`src/hw/core_config.svh`:
```
// Core width macros: data word, register address and register count.
`ifndef CORE_CONFIG_SVH
`define CORE_CONFIG_SVH

// Data and address word width.
`define CORE_XLEN 32

// Register index width.
`define CORE_RADDR_W 5

// Number of integer registers, x0 included.
`define CORE_NREGS 32

`endif

```
`src/hw/core_pkg.sv`:
```
// Core types: word and register index vectors, ALU and bus state enums, stage bundles.
`include "core_config.svh"

package core_pkg;

  typedef logic [`CORE_XLEN-1:0]    word_t;
  typedef logic [`CORE_RADDR_W-1:0] reg_addr_t;
  typedef logic [1:0]               wb_src_t;

  localparam int WB_EXE = 0;  // ALU result to register.
  localparam int WB_MEM = 1;  // Load data to register.

  typedef enum logic [2:0] {
    ALU_ADD,
    ALU_SUB,
    ALU_AND,
    ALU_OR,
    ALU_XOR
  } alu_op_e;

  typedef enum logic {
    IDLE,
    BUSY
  } mem_state_e;

  typedef struct packed {
    logic      valid;
    reg_addr_t rs1;
    reg_addr_t rs2;
    reg_addr_t rd;
    word_t     op1;
    word_t     op2;
    word_t     imm;
    logic      use_imm;
    alu_op_e   alu_op;
    wb_src_t   wb_src;
    logic      is_load;
    logic      is_store;
  } id_ex_t;

  typedef struct packed {
    logic      valid;
    reg_addr_t rd;
    wb_src_t   wb_src;
    logic      is_load;
    logic      is_store;
    word_t     alu;
    word_t     store_data;
  } ex_mem_t;

  typedef struct packed {
    logic      valid;
    reg_addr_t rd;
    wb_src_t   wb_src;
    word_t     alu;
    word_t     load_data;
  } mem_wb_t;

  typedef struct packed {
    logic      en;
    reg_addr_t rd;
    word_t     data;
  } reg_wr_t;

endpackage

```
`src/hw/core_top.sv`:
```
// Core top level: decode, execute and memory/writeback stages with the retire port.
module core_top import core_pkg::*; (
  input  logic       clk,
  input  logic       arst_n,
  input  logic       instr_valid,
  input  word_t      instr,
  output logic       instr_ready,
  output logic       wb_cyc,
  output logic       wb_stb,
  output logic       wb_we,
  output word_t      wb_adr,
  output word_t      wb_dat_o,
  output logic [3:0] wb_sel,
  input  word_t      wb_dat_i,
  input  logic       wb_ack,
  output logic       retire_valid,
  output reg_addr_t  retire_rd,
  output word_t      retire_data
);

  id_ex_t    id_ex;
  ex_mem_t   ex_mem;
  mem_wb_t   mem_wb;
  reg_wr_t   reg_wr;
  reg_addr_t ex_load_rd;
  logic      mem_stall;

  decode_stage u_decode (.hold(mem_stall), .*);

  execute_stage u_execute (.hold(mem_stall), .*);

  mem_wb_stage u_mem_wb (.*);

  assign retire_valid = reg_wr.en;
  assign retire_rd    = reg_wr.rd;
  assign retire_data  = reg_wr.data;

endmodule

```
`src/hw/decode_stage.sv`:
```
// Decode stage: instruction intake, RV32I subset decode, register read, load-use bubble.
module decode_stage import core_pkg::*; (
  input  logic      clk,
  input  logic      arst_n,
  input  logic      instr_valid,
  input  word_t     instr,
  output logic      instr_ready,
  input  logic      hold,
  input  reg_addr_t ex_load_rd,
  input  reg_wr_t   reg_wr,
  output id_ex_t    id_ex
);

  localparam logic [6:0] OPC_REG   = 7'b0110011;
  localparam logic [6:0] OPC_IMM   = 7'b0010011;
  localparam logic [6:0] OPC_LOAD  = 7'b0000011;
  localparam logic [6:0] OPC_STORE = 7'b0100011;

  word_t     instr_q;
  logic      instr_q_valid;
  logic      started;
  logic      known;
  logic      use_rs1;
  logic      use_rs2;
  logic      load_use;
  reg_addr_t rs1;
  reg_addr_t rs2;
  word_t     rd1;
  word_t     rd2;
  id_ex_t    dec;

  assign rs1 = instr_q[19:15];
  assign rs2 = instr_q[24:20];

  regfile u_regfile (.clk, .arst_n, .rs1, .rs2, .rd1, .rd2, .wr(reg_wr));

  always_comb begin
    dec     = '0;
    dec.rd  = instr_q[11:7];
    dec.imm = {{20{instr_q[31]}}, instr_q[31:20]};
    known   = 1'b0;
    use_rs1 = 1'b1;
    use_rs2 = 1'b0;
    case (instr_q[6:0])
      OPC_REG: begin
        known              = 1'b1;
        use_rs2            = 1'b1;
        dec.wb_src[WB_EXE] = 1'b1;
        case ({instr_q[31:25], instr_q[14:12]})
          10'b0000000_000: dec.alu_op = ALU_ADD;
          10'b0100000_000: dec.alu_op = ALU_SUB;
          10'b0000000_100: dec.alu_op = ALU_XOR;
          10'b0000000_110: dec.alu_op = ALU_OR;
          10'b0000000_111: dec.alu_op = ALU_AND;
          default:         known = 1'b0;
        endcase
      end
      OPC_IMM: begin
        known              = (instr_q[14:12] == 3'b000);  // ADDI only.
        dec.use_imm        = 1'b1;
        dec.wb_src[WB_EXE] = 1'b1;
      end
      OPC_LOAD: begin
        known              = (instr_q[14:12] == 3'b010);  // LW only.
        dec.use_imm        = 1'b1;
        dec.is_load        = 1'b1;
        dec.wb_src[WB_MEM] = 1'b1;
      end
      OPC_STORE: begin
        known        = (instr_q[14:12] == 3'b010);  // SW only.
        use_rs2      = 1'b1;
        dec.use_imm  = 1'b1;
        dec.is_store = 1'b1;
        dec.rd       = '0;
        dec.imm      = {{20{instr_q[31]}}, instr_q[31:25], instr_q[11:7]};
      end
      default: use_rs1 = 1'b0;
    endcase
    dec.rs1   = use_rs1 ? rs1 : '0;
    dec.rs2   = use_rs2 ? rs2 : '0;
    dec.op1   = rd1;
    dec.op2   = rd2;
    dec.valid = instr_q_valid && known;  // Unknown opcodes leave as bubbles.
  end

  assign load_use = instr_q_valid && (ex_load_rd != '0) &&
                    ((use_rs1 && rs1 == ex_load_rd) || (use_rs2 && rs2 == ex_load_rd));

  assign instr_ready = started && !hold && !load_use;

  always_ff @(posedge clk or negedge arst_n) begin
    if (!arst_n) begin
      started       <= 1'b0;
      instr_q_valid <= 1'b0;
      id_ex         <= '0;
    end else begin
      started <= 1'b1;
      if (!hold) begin
        if (load_use) begin
          id_ex.valid <= 1'b0;  // Bubble, instruction stays.
        end else begin
          id_ex         <= dec;
          instr_q_valid <= instr_valid && instr_ready;
        end
      end
    end
  end

  always_ff @(posedge clk) begin
    if (instr_valid && instr_ready) begin
      instr_q <= instr;
    end
  end

endmodule

```
`src/hw/execute_stage.sv`:
```
// Execute stage: ALU, operand forwarding and the execute-to-memory latch.
module execute_stage import core_pkg::*; (
  input  logic      clk,
  input  logic      arst_n,
  input  logic      hold,
  input  id_ex_t    id_ex,
  input  mem_wb_t   mem_wb,
  output reg_addr_t ex_load_rd,
  output ex_mem_t   ex_mem
);

  word_t op1;
  word_t op2;
  word_t now_op1;
  word_t now_op2;
  word_t op1_q;
  word_t op2_q;
  word_t alu_b;
  word_t alu_y;
  logic  held;

  // The writeback producer leaves during a stall, so operands are kept locally.
  assign now_op1 = held ? op1_q : id_ex.op1;
  assign now_op2 = held ? op2_q : id_ex.op2;

  forward u_forward (
    .rs1(id_ex.rs1),
    .rs2(id_ex.rs2),
    .ex_mem,
    .mem_wb,
    .now_op1,
    .now_op2,
    .op1,
    .op2
  );

  assign alu_b = id_ex.use_imm ? id_ex.imm : op2;

  always_comb begin
    case (id_ex.alu_op)
      ALU_SUB: alu_y = op1 - alu_b;
      ALU_AND: alu_y = op1 & alu_b;
      ALU_OR:  alu_y = op1 | alu_b;
      ALU_XOR: alu_y = op1 ^ alu_b;
      default: alu_y = op1 + alu_b;  // Also load and store addresses.
    endcase
  end

  assign ex_load_rd = (id_ex.valid && id_ex.is_load) ? id_ex.rd : '0;

  always_ff @(posedge clk) begin
    if (hold) begin
      op1_q <= op1;
      op2_q <= op2;
    end
  end

  always_ff @(posedge clk or negedge arst_n) begin
    if (!arst_n) begin
      held   <= 1'b0;
      ex_mem <= '0;
    end else begin
      held <= hold;
      if (!hold) begin
        ex_mem.valid      <= id_ex.valid;
        ex_mem.rd         <= id_ex.rd;
        ex_mem.wb_src     <= id_ex.wb_src;
        ex_mem.is_load    <= id_ex.is_load;
        ex_mem.is_store   <= id_ex.is_store;
        ex_mem.alu        <= alu_y;
        ex_mem.store_data <= op2;
      end
    end
  end

endmodule

```
`src/hw/forward.sv`:
```
// Operand forwarding from the memory-stage ALU result and the writeback-stage results.
module forward import core_pkg::*; (
  input  reg_addr_t rs1,
  input  reg_addr_t rs2,
  input  ex_mem_t   ex_mem,
  input  mem_wb_t   mem_wb,
  input  word_t     now_op1,
  input  word_t     now_op2,
  output word_t     op1,
  output word_t     op2
);

  function automatic word_t pick(reg_addr_t rs, word_t now_val, ex_mem_t mem, mem_wb_t wb);
    logic mem_hit;
    logic wb_hit;
    mem_hit = mem.valid && (rs != '0) && (mem.rd == rs);
    wb_hit  = wb.valid && (rs != '0) && (wb.rd == rs);
    if (mem_hit && mem.wb_src[WB_EXE]) begin
      return mem.alu;
    end else if (wb_hit && wb.wb_src[WB_EXE]) begin
      return wb.alu;
    end else if (wb_hit && wb.wb_src[WB_MEM]) begin
      return wb.load_data;
    end
    return now_val;
  endfunction

  // Writeback-stage control is used for both operands.
  always_comb begin
    op1 = pick(rs1, now_op1, ex_mem, mem_wb);
    op2 = pick(rs2, now_op2, ex_mem, mem_wb);
  end

endmodule

```
`src/hw/mem_wb_stage.sv`:
```
// Memory and writeback stage: Wishbone classic master, writeback latch and register write.
module mem_wb_stage import core_pkg::*; (
  input  logic       clk,
  input  logic       arst_n,
  input  ex_mem_t    ex_mem,
  output logic       mem_stall,
  output mem_wb_t    mem_wb,
  output reg_wr_t    reg_wr,
  output logic       wb_cyc,
  output logic       wb_stb,
  output logic       wb_we,
  output word_t      wb_adr,
  output word_t      wb_dat_o,
  output logic [3:0] wb_sel,
  input  word_t      wb_dat_i,
  input  logic       wb_ack
);

  mem_state_e state;
  logic       mem_req;
  logic       done;

  assign mem_req   = ex_mem.valid && (ex_mem.is_load || ex_mem.is_store);
  assign done      = (state == BUSY) && wb_ack;
  assign mem_stall = mem_req && !done;

  always_ff @(posedge clk or negedge arst_n) begin
    if (!arst_n) begin
      state <= IDLE;
    end else begin
      case (state)
        IDLE:    if (mem_req) state <= BUSY;
        BUSY:    if (wb_ack) state <= IDLE;  // Cycle drops after ack.
        default: state <= IDLE;
      endcase
    end
  end

  // Address and data come straight from the held latch.
  assign wb_cyc   = (state == BUSY);
  assign wb_stb   = (state == BUSY);
  assign wb_we    = ex_mem.is_store;
  assign wb_adr   = ex_mem.alu;
  assign wb_dat_o = ex_mem.store_data;
  assign wb_sel   = 4'hf;

  always_ff @(posedge clk or negedge arst_n) begin
    if (!arst_n) begin
      mem_wb <= '0;
    end else begin
      mem_wb.valid     <= ex_mem.valid && !mem_stall;  // Bubble while waiting.
      mem_wb.rd        <= ex_mem.rd;
      mem_wb.wb_src    <= ex_mem.wb_src;
      mem_wb.alu       <= ex_mem.alu;
      mem_wb.load_data <= wb_dat_i;
    end
  end

  always_comb begin
    reg_wr.en   = mem_wb.valid;
    reg_wr.rd   = mem_wb.rd;
    reg_wr.data = mem_wb.wb_src[WB_MEM] ? mem_wb.load_data : mem_wb.alu;
  end

  a_stb_needs_cyc: assert property (@(posedge clk) disable iff (!arst_n)
    wb_stb |-> wb_cyc && mem_req);

  a_req_stable: assert property (@(posedge clk) disable iff (!arst_n)
    (wb_stb && !wb_ack) |=> wb_stb && $stable(wb_adr) && $stable(wb_we) && $stable(wb_dat_o));

endmodule

```
`src/hw/regfile.sv`:
```
// Register file with two asynchronous read ports, one write port, write-through and zero x0.
`include "core_config.svh"

module regfile import core_pkg::*; (
  input  logic      clk,
  input  logic      arst_n,
  input  reg_addr_t rs1,
  input  reg_addr_t rs2,
  output word_t     rd1,
  output word_t     rd2,
  input  reg_wr_t   wr
);

  word_t regs [`CORE_NREGS];
  logic  wr_live;

  assign wr_live = wr.en && (wr.rd != '0);  // x0 is never written.

  always_ff @(posedge clk or negedge arst_n) begin
    if (!arst_n) begin
      for (int i = 0; i < `CORE_NREGS; i++) begin
        regs[i] <= '0;
      end
    end else if (wr_live) begin
      regs[wr.rd] <= wr.data;
    end
  end

  assign rd1 = (wr_live && wr.rd == rs1) ? wr.data : regs[rs1];  // Write-through.
  assign rd2 = (wr_live && wr.rd == rs2) ? wr.data : regs[rs2];

  a_x0_reads_zero: assert property (@(posedge clk) disable iff (!arst_n)
    (rs1 != '0 || rd1 == '0) && (rs2 != '0 || rd2 == '0));

endmodule

```
`config.mk`:
```
export PLATFORM = sky130hd
export DESIGN_NAME = core_top
export DESIGN_NICKNAME = d
export VERILOG_FILES = /design/src/hw/core_pkg.sv /design/src/hw/core_top.sv /design/src/hw/decode_stage.sv /design/src/hw/execute_stage.sv /design/src/hw/forward.sv /design/src/hw/mem_wb_stage.sv /design/src/hw/regfile.sv
export VERILOG_INCLUDE_DIRS = /design/src /design/src/hw
export SDC_FILE = /design/constraint.sdc
export NUM_CORES = 2
export LEC_CHECK = 0
export ABC_CLOCK_PERIOD_IN_PS = 7000
export BUFFER_PORTS_ARGS = -buffer_cell sky130_fd_sc_hd__buf_2
export CAP_MARGIN = 30
export CORE_MARGIN = 2
export CORE_UTILIZATION = 40
export CTS_BUF_LIST = sky130_fd_sc_hd__clkbuf_8
export CTS_CLUSTER_DIAMETER = 100
export DETAILED_ROUTE_END_ITERATION = 10
export GPL_TIMING_DRIVEN = 1
export SETUP_SLACK_MARGIN = 0.4
export SKIP_CTS_REPAIR_TIMING = 1
export SLEW_MARGIN = 20
export SYNTH_ARGS = -nofsm -noshare
export SYNTH_HDL_FRONTEND = slang
export SYNTH_SLANG_ARGS = --single-unit
```
`constraint.sdc`:
```
create_clock -name clk -period 7 [get_ports clk]
set_input_delay 0.35 -clock clk [delete_from_list [all_inputs] [get_ports clk]]
set_output_delay 0.35 -clock clk [all_outputs]
set_load 0.1 [all_outputs]
```
### Word level (Yosys, flattened, before mapping)

Cells that the tools add are included.

* logic and storage cells: 197
* flip-flop bits (word level): 1370
* bits in read-only memories: 0
* bits in latches: 0
* memories: 0
* RAM bits: 0

* bitwise operators: 9
* magnitude comparators: 4
* reductions and logical operators: 49
* shift operators: 0
* add/sub/neg operators: 2
* eq/ne operators: 21
* muxes and demuxes: 49
* div/mod/pow operators: 0
* multipliers: 0

Operator list (number)
* $bwmux W1024: 1
* $mux W32: 19
* $bmux W32 S5: 2
* $demux W32 S5: 1
* $pmux W32 S4: 1
* $eq A5 B5 Y1: 8
* $add A32 B32 Y32: 1
* $and A32 B32 Y32: 1
* $or A32 B32 Y32: 1
* $sub A32 B32 Y32: 1
* $xor A32 B32 Y32: 1
* $logic_and A1 B1 Y1: 31
* $eq A10 B3 Y1 const B: 3
* $mux W5: 5
* $reduce_bool A5 Y1: 4
* $ge A6 B6 Y1 const B: 3
* $not A5 Y6: 3
* $mux W1: 16
* $eq A7 B6 Y1 const B: 2
* $pmux W3 S4: 1
* $eq A10 B9 Y1 const B: 1
* $logic_not A10 Y1: 1
* $eq A3 B2 Y1 const B: 3
* $eq A7 B2 Y1 const B: 1
* other kinds (16): 23

### Logic depth before layout (Yosys ltp)

* depth in word-level cells: 11
* depth in mapped cells: 26
* mapped depth without buffers: 24

### Modules after synthesis

A second synthesis with hierarchy kept.

* cell total of the unflattened synthesis: 5317
* area, all modules: 74121.1 um2

By module, submodules not included
* regfile: instances 1, cells an instance 3446, area an instance 53755.3 um2
* execute_stage: instances 1, cells an instance 978, area an instance 10017.1 um2
* decode_stage: instances 1, cells an instance 335, area an instance 5445.2 um2
* mem_wb_stage: instances 1, cells an instance 192, area an instance 2984.1 um2
* forward: instances 1, cells an instance 366, area an instance 1919.3 um2

### Least setup slack after synthesis

Ideal clock, no wire load.

* path kind: reg-to-reg
* from: reg u_mem_wb.mem_wb[71] (netlist name)
* to: reg u_execute.ex_mem[61] (netlist name)
* required time: 6864 ps
* clock period less this slack: 5948 ps
* data arrival time: 5812 ps
* cell stages (with the launch flop): 26
* slack: 1052 ps
* setup time: 136 ps
* cells stage by stage: dfrtp_1 -> clkbuf_1 -> nand2_1 -> or4_1 -> buf_2 -> buf_2 -> o221ai_1 -> o21ai_0 -> mux2i_1 -> ha_1 -> nand4_1 -> o31ai_1 -> xnor2_1 -> ha_1 -> a21o_1 -> a21o_1 -> a21oi_1 -> a2bb2oi_1 -> o31ai_1 -> a21oi_1 -> o22ai_1 -> a21o_1 -> a41oi_1 -> xnor2_1 -> a221oi_1 -> a21oi_1

* word-level cells in the longest chain between the ends: 10

Ends and longest elaborated chain
* $logic_and A1 B1 Y1 (*) (2 in a row): RTL line forward.sv:17 `wb_hit = wb.valid && (rs != '0) && (wb.rd == rs);`
* $logic_and A1 B1 Y1: RTL line forward.sv:22 `end else if (wb_hit && wb.wb_src[WB_MEM]) begin`
* $mux W1: RTL line forward.sv:22
* $mux W1: RTL line forward.sv:20 `end else if (wb_hit && wb.wb_src[WB_EXE]) begin`
* $mux W1: RTL line forward.sv:18 `if (mem_hit && mem.wb_src[WB_EXE]) begin`
* $mux W32 (*): RTL line forward.sv:25 `return now_val;`
* via u_execute.op2[1]: RTL line execute_stage.sv:13 `word_t op2;`
* $mux W32 (*): RTL line execute_stage.sv:37 `assign alu_b = id_ex.use_imm ? id_ex.imm : op2;`
* $add A32 B32 Y32 or $sub A32 B32 Y32 (tied branches): RTL line execute_stage.sv:45, execute_stage.sv:41
* $pmux W32 S4 (*): RTL line execute_stage.sv:40 `case (id_ex.alu_op)`

The timed path passes the listed nets; every way through them passes the cells marked *.
A chain may end at the register's enable or synchronous reset.

### Final worst setup path

* from: reg u_decode.id_ex[111] (netlist name)
* to: reg u_execute.ex_mem[61] (netlist name)

* word-level cells in the longest chain between the ends: 11

Ends and longest elaborated chain
* $reduce_bool A5 Y1: RTL line forward.sv:16, forward.sv:17
* $logic_and A1 B1 Y1 (2 in a row): RTL line forward.sv:17
* $logic_and A1 B1 Y1: RTL line forward.sv:22
* $mux W1: RTL line forward.sv:22
* $mux W1: RTL line forward.sv:20
* $mux W1: RTL line forward.sv:18
* $mux W32 (*): RTL line forward.sv:25
* $mux W32 (*): RTL line execute_stage.sv:37
* $add A32 B32 Y32 (tied with other cells): RTL line execute_stage.sv:45 `default: alu_y = op1 + alu_b;`
* $pmux W32 S4 (*): RTL line execute_stage.sv:40

Mark *: on every way between the ends. The rest lies on a longest branch, timed or not.

==> flow_summary_export.csv <==
group,metric,value,unit
floorplan,initial_core_util,0.404,
sta,relSlewSlack,0.287,
critical_path,crit_family,"compound AO/OA/AOI/OAI gates",
job,max_cap_violations,0,
pwr,total_power,17.4,mW
routing,met2WireLength,108000,um
critical_path,worstSetupStartpointType,"flip-flop",
cells_and_area,fin_util,0.454,
critical_path,cp_num_buf_inv,1,
routing,via_per_inst,5.88,
outcome,outcome,"completed",
placed_design,routabilityCongestion,0.911,
routing,wl_per_cell,26.1,um
cells_and_area,layout_commonest_cell,"dfrtp_1",
global_routing,grt_pass1_vias,51700,
synthesis,synthFlopType,"dfrtp_1",
critical_path,cp.arrival,7.17,ns
pwr,ir_drop,0.145,mV
cts,clkSinkCount,1368,
pwr,clkPwrFrac,0.416,
pwr,p_switching,5.02,mW
sta,rsz0062_at_grt,"yes",
cells_and_area,nets,6565,
sta,finalSetupTns,0,ns
cts,clk_pin_slew_worst_paths,0.07,ns
critical_path,crit_fanout,8,
floorplan,core-area,179000,um^2
sta,achievable-frequency,158,MHz
critical_path,cp-end-kind,"flip-flop",
placed_design,hpwlAfterDp,143000,um
pwr,p_comb_frac,0.108,
sta,finalCritPeriodShare,0.904,
cts,cts_root_buffer,"clkbuf_8",
critical_path,slowest_delay,0.67,ns
sta,fin_ws,0.674,ns
placed_design,dpl.cell_count,8438,
routing,vias,52600,
min_path,worst_hold_path_type,"input pin to flip-flop",
sta,maxSlewViolCount,0,
cts,htreeDepth,4,
floorplan,io_pins,178,
routing,drc,0,
cts,insertion_delay,0.99,ns
pwr,powerDensity,214,nW/um^2
floorplan,rows,155,
pwr,internal-power,12.4,mW
sta,setup_viol,0,
critical_path,required,7.85,ns
sta,skew,0.0508,ns
critical_path,path_cells,"xnor2_2, nand3_2, or4_1, buf_4, a221o_1, a31oi_2, nand4_2, nor3_4, and3_1, o211ai_1, o21ai_0, xnor2_1, o21ai_0, ha_1, a21o_1, a21oi_1, o21ai_0, a21oi_2, o22ai_1, a21o_1, a41oi_1, xnor2_1, a221oi_1, a21oi_1",
routing,wl_met3,17500,um
sta,worst_pin_slew,1.07,ns
floorplan,die_h,429,um
cells_and_area,stdcell_count,8947,
cells_and_area,final_layout_size_suffix_gt1_frac,0.234,
pwr,power_leakage,35.6,nW
pwr,p_seq_frac,0.476,
routing,drtIter0Drc,5449,
synthesis,ys_warn_count,0,
pwr,p_sw_frac,0.289,
placed_design,io_buffers,173,
global_routing,track_usage,0.252,
cells_and_area,layout_common_cells,"dfrtp_1 (1269), nand2_1 (689), nor2_1 (671)",
routing,highest_layer,"met5",
cells_and_area,fillCellCount,16400,
synthesis,syn_inst,6412,
sta,period_needed,6.33,ns
floorplan,die_x,429,um
sta,hold_viol_final,0,
global_routing,grt_start_max_net_pins,171,
routing,wirelength,233000,um
critical_path,crit_top_cell,"o21ai_0",
routing,drtAntennaViolNets,0,
synthesis,ys_ff_latch,1368,
synthesis,synth_edf_count,96,
routing,m1WireLength,98600,um
cts,cts_buffer_depth,3,
cts,cts_tree,"yes",
global_routing,grt_pass1_wl,349000,um
cells_and_area,areaGrowthSynthToFinish,12.4,%
synthesis,ys_seq_area_frac,0.481,
synthesis,synth_area_per_cell,11.3,um^2
synthesis,async_flop_share,0.930,
global_routing,antenna_found_initial,11,
floorplan,dieArea,184000,um^2
critical_path,critPathSlowestCell,"or4_1",
cts,cts_inserted_buffers,222,
global_routing,globalRouteOverflowTotal,0,
synthesis,yosysUniqueCellTypes,83,
placed_design,dp_slack,0.396,ns
routing,first_pass_iters,6,
synthesis,netlist_area,72200,um^2
critical_path,critical_path_class,"flip-flop to flip-flop",
cells by family after synthesis:
| kind of cell | synth area share |
|---|---|
| fa+ha+maj | 0.0173 |
| xor+xnor | 0.0115 |
| buf+inv | 0.0464 |
| mux | 0.233 |
| flops | 0.481 |
| simple gates | 0.0926 |
| other cells | 0.0000519 |
| compound gates | 0.118 |
Yosys cell counts, types with 11 or more instances:
master    instances  area [um^2]
nor2_1          690         2590
mux2i_1         109         1090
a21oi_1         664         3320
xnor2_1          69          604
edfxtp_1         96         2880
nor4_1           16          100
buf_1            60          225
ha_1             98         1230
xor2_1           20          175
a211oi_1         86          646
mux4_2          640        14400
a21o_1           22          165
clkbuf_1        540         2030
nand2_1         704         2640
o21ai_0         623         3120
nand3_1          37          185
a221oi_1         23          201
o21a_1           21          158
o221ai_1         14          123
nor2b_1          76          475
buf_4            74          556
inv_1           131          492
nor3_1           11         55.1
a31oi_1          11         68.8
dfrtp_1        1272        31800
mux2_2          120         1350
o22ai_1          19          119
o31ai_1          11         82.6
layer usage:
layer / track usage / up-vias
li1: - / 23100
met1: 0.352 / 26900
met2: 0.392 / 2142
met3: 0.0462 / 468
met4: 0.100 / 2
met5: 0 / -
worst register-to-register path, delay by kind of cell (launching register included):
family	cells	cell delay (ns)
xor gates and xnor gates	3	0.49
and+or+nand+nor	5	1.66
DFF	1	0.44
adders and majority gates	1	0.37
AOI/OAI and AO/OA	14	3.02
buffers and inverters	1	0.25
through the flow:
step	area [um^2]	hold WS [ns]
CTS	80200	-0.630
finish	81200	0.0177
floorplan	72200	0.0544
detailed placement	75500	0.383
global placement	75400	0.376
global route	81100	0.00128
flip-flops by register name, summed over array words and instances (netlist names):
signal	cells
u_mem_wb.wb_cyc	1
u_decode.u_regfile.regs	1024
u_execute.op1_q	32
u_decode.instr_q_valid	1
u_execute.held	1
u_decode.id_ex	99
u_execute.ex_mem	73
u_execute.op2_q	32
u_decode.started	1
u_mem_wb.mem_wb	72
u_decode.instr_q	32
path summary, 6_finish.rpt:
kind / startpoint / end / slack (ns) / cells after the start
worst max register to register: u_decode.id_ex[111] / u_execute.ex_mem[61] / 0.67 / 24
max in group asynchronous: arst_n / u_decode.u_regfile.regs[974] / 5.41 / 3
worst min register to register: u_decode.u_regfile.regs[1004] / u_decode.u_regfile.regs[1004] / 0.39 / 0
worst min-delay path: wb_dat_i[3] / u_mem_wb.mem_wb[3] / 0.02 / 2
min in group asynchronous: arst_n / u_execute.ex_mem[7] / 0.03 / 2
worst max-delay path: u_decode.id_ex[111] / u_execute.ex_mem[61] / 0.67 / 24
cell type report:
type / count / area [um^2] / share of cell area
multi-input combinational: 4234 / 34800 / 0.429
sequential: 1368 / 34700 / 0.428
clock buffer: 283 / 3890 / 0.0480
timing repair buffer: 439 / 3540 / 0.0436
tap: 2355 / 2950 / 0.0363
clock inverter: 131 / 741 / 0.00913
inverter: 133 / 502 / 0.00618
antenna: 4 / 10.0 / 0.000123
power groups by stage:
stage               Sequential [mW]  Combinational (mW)  Clock, mW
floorplan                      8.29                1.24          0
global placement               8.41                1.82          0
detailed placement             8.41                1.83          0
CTS                            8.27                1.84       7.36
global route                   8.28                1.99       7.72
finish                         8.27                1.88       7.23
Note: power is estimated with default switching activity, not from simulation.
